===== src/verilog/vchess_pkg.sv =====
package vchess_pkg;

   localparam int DATA_WIDTH       = 32;
   localparam int AXIL_ADDR_WIDTH  = 40;  // Widest supported bus address
   localparam int WORD_ADDR_WIDTH  = 14;  // Byte address bits 15:2
   localparam int PIECE_WIDTH      = 4;
   localparam int EVAL_WIDTH       = 24;
   localparam int MOVE_INDEX_WIDTH = 8;
   localparam int HALF_MOVE_WIDTH  = 7;
   localparam int UCI_WIDTH        = 16;

   localparam logic [1:0] AXI_RESP_OKAY = 2'b00;

   typedef logic [PIECE_WIDTH-1:0] piece_t;
   typedef piece_t [7:0] rank_t;  // One rank fills a bus word
   typedef rank_t [7:0] board_t;

   typedef struct packed {
      logic       white_to_move;
      logic [3:0] castle_mask;
      logic [3:0] en_passant_col;
   } position_t;

   typedef struct packed {
      logic                         mate;
      logic                         stalemate;
      logic                         thrice_rep;
      logic                         fifty_move;
      logic                         insufficient_material;
      logic signed [EVAL_WIDTH-1:0] eval;
   } root_status_t;

   typedef struct packed {
      logic                        idle;
      logic                        moves_ready;
      logic                        move_ready;  // Indexed move result valid
      logic [MOVE_INDEX_WIDTH-1:0] move_count;
   } movegen_status_t;

   // Ordered to match the MV_FLAGS readback, high bit first
   typedef struct packed {
      logic insufficient_material;
      logic fifty_move;
      logic thrice_rep;
      logic black_in_check;
      logic white_in_check;
      logic capture;
   } move_flags_t;

   typedef struct packed {
      logic [3:0] promotion;
      logic [2:0] to_row;
      logic [2:0] to_col;
      logic [2:0] from_row;
      logic [2:0] from_col;
   } uci_t;

   typedef struct packed {
      board_t                       board;
      position_t                    position;
      logic signed [EVAL_WIDTH-1:0] eval;
      move_flags_t                  flags;
      logic [HALF_MOVE_WIDTH-1:0]   half_move;
      uci_t                         uci;
   } move_info_t;

   typedef struct packed {
      logic                        new_board_valid;
      logic                        clear_moves;
      logic                        capture_moves;
      logic [MOVE_INDEX_WIDTH-1:0] move_index;
      board_t                      new_board;
      position_t                   new_position;
      logic [HALF_MOVE_WIDTH-1:0]  new_half_move;
   } host_cmd_t;

   typedef struct packed {
      logic [AXIL_ADDR_WIDTH-1:0] awaddr;
      logic                       awvalid;
      logic [DATA_WIDTH-1:0]      wdata;
      logic [DATA_WIDTH/8-1:0]    wstrb;
      logic                       wvalid;
      logic                       bready;
      logic [AXIL_ADDR_WIDTH-1:0] araddr;
      logic                       arvalid;
      logic                       rready;
   } axil_req_t;

   typedef struct packed {
      logic                  awready;
      logic                  wready;
      logic                  bvalid;
      logic [1:0]            bresp;
      logic                  arready;
      logic                  rvalid;
      logic [DATA_WIDTH-1:0] rdata;
      logic [1:0]            rresp;
   } axil_rsp_t;

   typedef struct packed {
      logic                       valid;
      logic [WORD_ADDR_WIDTH-1:0] addr;
      logic [DATA_WIDTH-1:0]      data;
   } wr_cmd_t;

   typedef enum logic [WORD_ADDR_WIDTH-1:0] {
      CTRL         = 14'h00,
      MOVE_INDEX   = 14'h01,
      POSITION     = 14'h02,
      HALF_MOVE    = 14'h03,
      CAPTURE      = 14'h04,
      BOARD_RANK0  = 14'h08,
      BOARD_RANK1  = 14'h09,
      BOARD_RANK2  = 14'h0A,
      BOARD_RANK3  = 14'h0B,
      BOARD_RANK4  = 14'h0C,
      BOARD_RANK5  = 14'h0D,
      BOARD_RANK6  = 14'h0E,
      BOARD_RANK7  = 14'h0F,
      MV_FLAGS     = 14'h84,
      MV_POSITION  = 14'h85,
      MV_EVAL      = 14'h86,
      MOVE_COUNT   = 14'h87,
      ROOT_EVAL    = 14'h88,
      MV_HALF_MOVE = 14'h8A,
      MV_UCI       = 14'h8B,
      MV_RANK0     = 14'hAC,
      MV_RANK1     = 14'hAD,
      MV_RANK2     = 14'hAE,
      MV_RANK3     = 14'hAF,
      MV_RANK4     = 14'hB0,
      MV_RANK5     = 14'hB1,
      MV_RANK6     = 14'hB2,
      MV_RANK7     = 14'hB3
   } reg_addr_e;

   typedef enum logic {
      IDLE,
      RESP
   } wr_state_e;

endpackage

===== src/verilog/axil_write_channel.sv =====
`timescale 1ns/1ns

module axil_write_channel
   import vchess_pkg::*;
#(
   parameter int ADDR_WIDTH = AXIL_ADDR_WIDTH
)
(
   input  logic      clk,
   input  logic      arst_n,
   input  axil_req_t req,
   output logic      aw_w_ready,
   output logic      bvalid,
   output wr_cmd_t   cmd
);

   wr_state_e                  state;
   logic [ADDR_WIDTH-1:0]      awaddr;
   logic                       cmd_valid;
   logic [WORD_ADDR_WIDTH-1:0] cmd_addr;
   logic [DATA_WIDTH-1:0]      cmd_data;

   assign awaddr = req.awaddr[ADDR_WIDTH-1:0];

   // Address and data are taken only as a pair
   assign aw_w_ready = (state == IDLE) && req.awvalid && req.wvalid;

   assign bvalid = (state == RESP);

   always_ff @(posedge clk or negedge arst_n)
   begin
      if (!arst_n)
      begin
         state     <= IDLE;
         cmd_valid <= 1'b0;
      end
      else
      begin
         cmd_valid <= aw_w_ready;  // Single cycle strobe
         case (state)
            IDLE:
            begin
               if (aw_w_ready)
                  state <= RESP;
            end
            RESP:
            begin
               if (req.bready)
                  state <= IDLE;
            end
            default:
               state <= IDLE;
         endcase
      end
   end

   always_ff @(posedge clk)
   begin
      if (aw_w_ready)
      begin
         cmd_addr <= awaddr[15:2];  // Word address
         cmd_data <= req.wdata;     // Strobes not used
      end
   end

   assign cmd = '{valid: cmd_valid, addr: cmd_addr, data: cmd_data};

endmodule


===== src/verilog/host_regs.sv =====
`timescale 1ns/1ns

module host_regs
   import vchess_pkg::*;
(
   input  logic      clk,
   input  logic      arst_n,
   input  wr_cmd_t   cmd,
   output host_cmd_t regs
);

   reg_addr_e  wr_addr;
   logic [2:0] rank_sel;

   assign wr_addr  = reg_addr_e'(cmd.addr);
   assign rank_sel = cmd.addr[2:0];  // BOARD_RANK0 is 8-aligned

   always_ff @(posedge clk or negedge arst_n)
   begin
      if (!arst_n)
      begin
         regs <= '0;
      end
      else if (cmd.valid)
      begin
         case (wr_addr)
            CTRL:
            begin
               // Level bits, host sets and clears them
               regs.new_board_valid <= cmd.data[0];
               regs.clear_moves     <= cmd.data[1];
            end
            MOVE_INDEX:
            begin
               regs.move_index <= cmd.data[MOVE_INDEX_WIDTH-1:0];
            end
            POSITION:
            begin
               regs.new_position <= position_t'(cmd.data[$bits(position_t)-1:0]);
            end
            HALF_MOVE:
            begin
               regs.new_half_move <= cmd.data[HALF_MOVE_WIDTH-1:0];
            end
            CAPTURE:
            begin
               regs.capture_moves <= cmd.data[0];
            end
            BOARD_RANK0, BOARD_RANK1, BOARD_RANK2, BOARD_RANK3,
            BOARD_RANK4, BOARD_RANK5, BOARD_RANK6, BOARD_RANK7:
            begin
               regs.new_board[rank_sel] <= rank_t'(cmd.data);
            end
            default:
            begin
               // Read-only and unmapped words
               regs <= regs;
            end
         endcase
      end
   end

endmodule


===== src/verilog/status_read.sv =====
`timescale 1ns/1ns

module status_read
   import vchess_pkg::*;
#(
   parameter int ADDR_WIDTH = AXIL_ADDR_WIDTH
)
(
   input  logic                  clk,
   input  logic                  arst_n,
   input  axil_req_t             req,
   input  host_cmd_t             regs,
   input  root_status_t          root,
   input  movegen_status_t       movegen,
   input  move_info_t            move,
   output logic                  arready,
   output logic                  rvalid,
   output logic [DATA_WIDTH-1:0] rdata
);

   logic [ADDR_WIDTH-1:0]      araddr;
   logic [WORD_ADDR_WIDTH-1:0] word_addr;
   logic [2:0]                 mv_rank_sel;
   logic                       ar_hs;
   logic [DATA_WIDTH-1:0]      rd_word;

   function automatic logic [DATA_WIDTH-1:0] sext_eval(input logic [EVAL_WIDTH-1:0] eval);
      return {{(DATA_WIDTH-EVAL_WIDTH){eval[EVAL_WIDTH-1]}}, eval};
   endfunction

   assign araddr      = req.araddr[ADDR_WIDTH-1:0];
   assign word_addr   = araddr[15:2];
   assign mv_rank_sel = 3'(word_addr - MV_RANK0);

   // A pending response blocks the next address
   assign arready = !rvalid || req.rready;
   assign ar_hs   = arready && req.arvalid;

   always_comb
   begin
      rd_word = '0;
      case (reg_addr_e'(word_addr))
         CTRL:
         begin
            rd_word[0] = regs.new_board_valid;
            rd_word[1] = regs.clear_moves;
            rd_word[2] = movegen.moves_ready;
            rd_word[3] = movegen.move_ready;
            rd_word[4] = root.stalemate;
            rd_word[5] = root.mate;
            rd_word[6] = root.thrice_rep;
            rd_word[7] = movegen.idle;
            rd_word[8] = root.fifty_move;
            rd_word[9] = root.insufficient_material;
         end
         MOVE_INDEX:   rd_word = DATA_WIDTH'(regs.move_index);
         POSITION:     rd_word = DATA_WIDTH'(regs.new_position);
         HALF_MOVE:    rd_word = DATA_WIDTH'(regs.new_half_move);
         CAPTURE:      rd_word = DATA_WIDTH'(regs.capture_moves);
         BOARD_RANK0, BOARD_RANK1, BOARD_RANK2, BOARD_RANK3,
         BOARD_RANK4, BOARD_RANK5, BOARD_RANK6, BOARD_RANK7:
         begin
            rd_word = regs.new_board[word_addr[2:0]];
         end
         MV_FLAGS:     rd_word = DATA_WIDTH'(move.flags);
         MV_POSITION:  rd_word = DATA_WIDTH'(move.position);
         MV_EVAL:      rd_word = sext_eval(move.eval);
         MOVE_COUNT:   rd_word = DATA_WIDTH'(movegen.move_count);
         ROOT_EVAL:    rd_word = sext_eval(root.eval);
         MV_HALF_MOVE: rd_word = DATA_WIDTH'(move.half_move);
         MV_UCI:
         begin
            // One square coordinate per nibble
            rd_word = {{(DATA_WIDTH-UCI_WIDTH-4){1'b0}}, move.uci.promotion,
                       1'b0, move.uci.to_row, 1'b0, move.uci.to_col,
                       1'b0, move.uci.from_row, 1'b0, move.uci.from_col};
         end
         MV_RANK0, MV_RANK1, MV_RANK2, MV_RANK3,
         MV_RANK4, MV_RANK5, MV_RANK6, MV_RANK7:
         begin
            rd_word = move.board[mv_rank_sel];
         end
         default:      rd_word = '0;
      endcase
   end

   always_ff @(posedge clk or negedge arst_n)
   begin
      if (!arst_n)
         rvalid <= 1'b0;
      else if (ar_hs)
         rvalid <= 1'b1;
      else if (req.rready)
         rvalid <= 1'b0;
   end

   always_ff @(posedge clk)
   begin
      if (ar_hs)
         rdata <= rd_word;  // Sampled at the address handshake
   end

endmodule


===== src/verilog/vchess_ctrl.sv =====
`timescale 1ns/1ns

module vchess_ctrl
   import vchess_pkg::*;
#(
   parameter int ADDR_WIDTH = 40
)
(
   input  logic            clk,
   input  logic            arst_n,
   input  axil_req_t       bus_req,
   output axil_rsp_t       bus_rsp,
   input  root_status_t    root,
   input  movegen_status_t movegen,
   input  move_info_t      move,
   output host_cmd_t       host
);

   logic                  aw_w_ready;
   logic                  bvalid;
   wr_cmd_t               wr_cmd;
   logic                  arready;
   logic                  rvalid;
   logic [DATA_WIDTH-1:0] rdata;

   // Word address decode needs byte address bits 15:2
   if (ADDR_WIDTH < 16 || ADDR_WIDTH > AXIL_ADDR_WIDTH)
   begin : g_addr_width_check
      $error("ADDR_WIDTH out of range 16 to %0d", AXIL_ADDR_WIDTH);
   end

   axil_write_channel #(
      .ADDR_WIDTH (ADDR_WIDTH)
   ) u_write (
      .clk        (clk),
      .arst_n     (arst_n),
      .req        (bus_req),
      .aw_w_ready (aw_w_ready),
      .bvalid     (bvalid),
      .cmd        (wr_cmd)
   );

   host_regs u_regs (
      .clk    (clk),
      .arst_n (arst_n),
      .cmd    (wr_cmd),
      .regs   (host)
   );

   status_read #(
      .ADDR_WIDTH (ADDR_WIDTH)
   ) u_read (
      .clk     (clk),
      .arst_n  (arst_n),
      .req     (bus_req),
      .regs    (host),
      .root    (root),
      .movegen (movegen),
      .move    (move),
      .arready (arready),
      .rvalid  (rvalid),
      .rdata   (rdata)
   );

   assign bus_rsp = '{
      awready: aw_w_ready,
      wready:  aw_w_ready,
      bvalid:  bvalid,
      bresp:   AXI_RESP_OKAY,
      arready: arready,
      rvalid:  rvalid,
      rdata:   rdata,
      rresp:   AXI_RESP_OKAY
   };

endmodule


===== config.mk =====
export PLATFORM = sky130hd
export DESIGN_NAME = vchess_ctrl
export DESIGN_NICKNAME = d
export VERILOG_FILES = /design/src/verilog/vchess_pkg.sv /design/src/verilog/axil_write_channel.sv /design/src/verilog/host_regs.sv /design/src/verilog/status_read.sv /design/src/verilog/vchess_ctrl.sv
export SDC_FILE = /design/constraint.sdc
export NUM_CORES = 1
export LEC_CHECK = 0
export BUFFER_PORTS_ARGS = -buffer_cell sky130_fd_sc_hd__clkbuf_2
export CORE_AREA = 10 10 304 306
export CTS_BUF_LIST = sky130_fd_sc_hd__clkbuf_4 sky130_fd_sc_hd__clkbuf_8
export DETAILED_ROUTE_END_ITERATION = 10
export DIE_AREA = 0 0 314 316
export PLACE_DENSITY = 0.52
export SYNTH_ARGS = -nofsm -noshare
export SYNTH_HDL_FRONTEND = slang
export SYNTH_SLANG_ARGS = --single-unit

===== constraint.sdc =====
create_clock -name clk -period 3.25 [get_ports clk]
set_clock_uncertainty 0.05 [all_clocks]
set_input_delay 0.1625 -clock clk [delete_from_list [all_inputs] [get_ports clk]]
set_output_delay 0.1625 -clock clk [all_outputs]
set_load 0.02 [all_outputs]

==> metrics.csv <==
stage,metric,value,unit
logic_synthesis,yosys warns,0,
worst_setup_path,crit-path leading delay family,buffers and inverters,
clocking,clock-pin slew on the worst setup and hold paths,0.06,ns
grt,first-pass GRT wire length,130.7,mm
drt,post-route ant nets,0,
logic_synthesis,mux cell area share after synthesis,0.3837,
pwr,Cell Int Power,8156,uW
timing,PnR worst setup slack,0.2791,ns
logic_synthesis,Synth Area in Compound Gates,0.04616,
worst_setup_path,Critical Path AT,3.42,ns
worst_setup_path,Critical path buffers and inverters,4,
pwr,Leakage,0.01285,uW
place,DP Wirelength,72.20,mm
drt,via/cell ratio,4.767,
floorplanning,FP Rows,108,
status,status,"finished, final reports clean",
drt,wire length per cell,28.32,um
grt,grt ovf,0,
floorplanning,Boundary Pins,805,
clocking,TritonCTS Buffers,71,
final_layout,final net count,2559,
place,DP Worst Slack,0.4829,ns
pwr,total power per unit cell area,403.8,nW/um2
timing,Final min period,2.971,ns
logic_synthesis,"FFs w/ async S/R, synth",0.7857,
final_layout,"most common cell after layout, fill and taps aside",clkbuf_2,
clocking,CTS tree,done,
min_path,worst hold path type,in2reg,
logic_synthesis,Post-Synth Adder-Cell Area,0,
worst_setup_path,Worst Setup End Kind,flop,
place,Port Buffer Count,744,
logic_synthesis,Synth Area in Simple Gates,0.03634,
timing,Pins Over Slew Limit,0,
timing,worst rel slew slack,0.4085,
pwr,sequential group share of total power,0.440,
pwr,clock power share,0.461,
clocking,CTS H-tree lvls,3,
timing,final hold vios,0,
place,Final GP Congestion,0.9167,
clocking,clk_lat worst skew,0.65,ns
pwr,switch share,0.2487,
timing,Fin Setup TNS,0,ns
logic_synthesis,Syn Area/Cell,15.71,um2
drt,DR vias,15699,
logic_synthesis,most used flip-flop cell after synthesis,dfrtp_1,
pwr,Peak VDD IR,0.2517,mV
floorplanning,Core Region,86210,um2
logic_synthesis,"FF+latch count, synth",364,
worst_setup_path,crit start category,input pin,
logic_synthesis,largest family of logic cells by synthesized area,multiplexers,
timing,Peak Freq,0.3366,GHz
grt,antenna violations before repair,10,
floorplanning,die width,314,um
flow_run,Max Cap Viol,0,
drt,Routed WL,93.25,mm
timing,worst-margin pin slew,0.8852,ns
worst_setup_path,CP Max Fanout,25,
timing,final period utilization,0.9141,
logic_synthesis,"Distinct cells, synth",61,
floorplanning,Starting Density,0.2173,
worst_setup_path,CP max stage delay,0.69,ns
grt,gr usage total,0.1811,
final_layout,share of cells above drive strength 1,0.6612,
worst_setup_path,WP data required,3.70,ns
logic_synthesis,"Cell Area, Synth",18730,um2
worst_setup_path,crit path cell chain,buf_4 > nor2b_1 > nand3_1 > nor2_4 > buf_4 > a22oi_1 > dlygate4sd3_1 > nand4_1 > dlygate4sd3_1,
clocking,post-CTS sizing,0,
drt,# DRC,0,
grt,vias in the first global route,17200,
logic_synthesis,sequential area share after synthesis,0.5071,
grt,largest net degree at the start of global routing,71,
floorplanning,Die Ht,316,um
pwr,switching power,2700,uW
logic_synthesis,Post-Syn Instances,1192,
drt,Pre-antenna DRT Iters,5,
clocking,Clock Tree Buf Depth,3,
worst_setup_path,worst setup path category,in2reg,
timing,unrepaired setup endpoints after global routing,no,
final_layout,area grow syn2layout,43.53,%
clocking,CTS root buf,clkbuf_8,
timing,Fin Hold WS,0.09890,ns
floorplanning,Die ar.,99220,um2
logic_synthesis,xor and xnor area share after synthesis,0,
timing,Final Setup Violations,0,
worst_setup_path,CP max-delay cell,nor2_4,
clocking,TritonCTS Sinks,364,
pwr,combinational share of power,0.098,
drt,Starting DRT DRC Count,1190,
logic_synthesis,number of flops mapped to enable cells by yosys,78,
final_layout,most frequent cells in the layout,"740 x clkbuf_2, 301 x mux2_2, 286 x dfrtp_1",
## flip-flops by register name (all words and copies together) (netlist names)
register and count:
u_regs.regs 283, u_read.rdata 32, u_write.cmd_data 32, u_write.cmd_addr 14, u_read.rvalid 1, u_write.bvalid 1
u_write.cmd_valid 1
## through the flow
stage / total power (uW) / cell area [um2] / utilization / std cells
floorplan: 5277 / 18740 / - / 1195
CTS: 11060 / 26870 / 0.3117 / 3289
finish: 10860 / 26880 / 0.3118 / 3293
global placement: 5838 / 24280 / 0.2816 / 3058
detailed placement: 5857 / 24280 / 0.2816 / 3058
global route: 11340 / 26880 / 0.3118 / 3293
## power by group through the flow
stage	clock, uW	combinational, uW	sequential, uW
5_1_grt	5420	1140	4780
6_report	5010	1070	4780
3_3_place_gp	0	980	4860
3_5_place_dp	0	997	4860
4_1_cts	5200	1080	4780
2_1_floorplan	0	421	4860
## synthesized netlist by cell type (4+ instances only)
cell / number / area [um2]
nand4_1: 6 / 37.54
o211ai_1: 6 / 45.04
buf_1: 5 / 18.77
nor2b_1: 5 / 31.28
nor3_1: 4 / 20.02
mux4_2: 149 / 3356
clkbuf_1: 34 / 127.6
a32oi_1: 4 / 35.03
nand2b_1: 6 / 37.54
nand3_1: 6 / 30.03
o221ai_1: 9 / 78.83
nand2_1: 33 / 123.9
a22oi_1: 15 / 112.6
a222oi_1: 10 / 100.1
edfxtp_1: 78 / 2342
nor2_1: 22 / 82.58
a21oi_1: 19 / 95.09
mux2_2: 301 / 3390
buf_2: 51 / 255.2
o31ai_1: 9 / 67.56
a211oi_1: 16 / 120.1
dfrtp_1: 286 / 7157
o21ai_0: 6 / 30.03
buf_4: 9 / 67.56
mux2i_1: 43 / 430.4
## repair_timing
action / 4_1_cts / 5_1_grt
hold endpoints to repair: 360 / 0
buffers inserted: 0 / 0
hold buffers: 102 / 0
## cell families after synthesis
group | Yosys count
mux | 494
compound gates | 115
flops | 364
other cells | 1
buf+inv | 102
simple gates | 116
## routing by layer
metal  vias to the layer above  global-route usage  wire length [um]
li1                       6555                   -                 -
met1                      8199              0.2215             37620
met2                       786              0.3044             45760
met3                       155             0.04929              6859
met4                         4             0.06301              2972
met5                         -                   0                31
## worst paths after layout
| path | cells after the start | endpoint | slack (ns) | startpoint |
|---|---|---|---|---|
| worst max-delay path | 9 | u_read.rdata[1] | 0.28 | bus_req[6] |
| worst min-delay path | 4 | u_read.rdata[26] | 0.1 | move[216] |
| worst max register to register | 6 | u_regs.regs[33] | 0.50 | u_write.cmd_addr[5] |
| worst min register to register | 1 | u_regs.regs[95] | 0.48 | u_regs.regs[95] |
| max in group asynchronous | 4 | u_regs.regs[204] | 1.79 | arst_n |
| min in group asynchronous | 3 | u_regs.regs[87] | 0.55 | arst_n |
## tightest hold or removal path, cell delays in order
cell	delay, ns
clkbuf_2	0.07
mux4_2	0.21
mux2i_1	0.07
o221ai_1	0.16
## cell type report
cell class	instances	area [um2]
multi-input cells	729	8828
repair buffers	911	5534
diodes	4	10.01
well taps	1155	1445
clock buffers	112	1398
fillers	8781	59330
clock inverters	17	165.2
flip-flops and latches	364	9499
inverters	1	5.005
(Power assumes the default switching activity.)
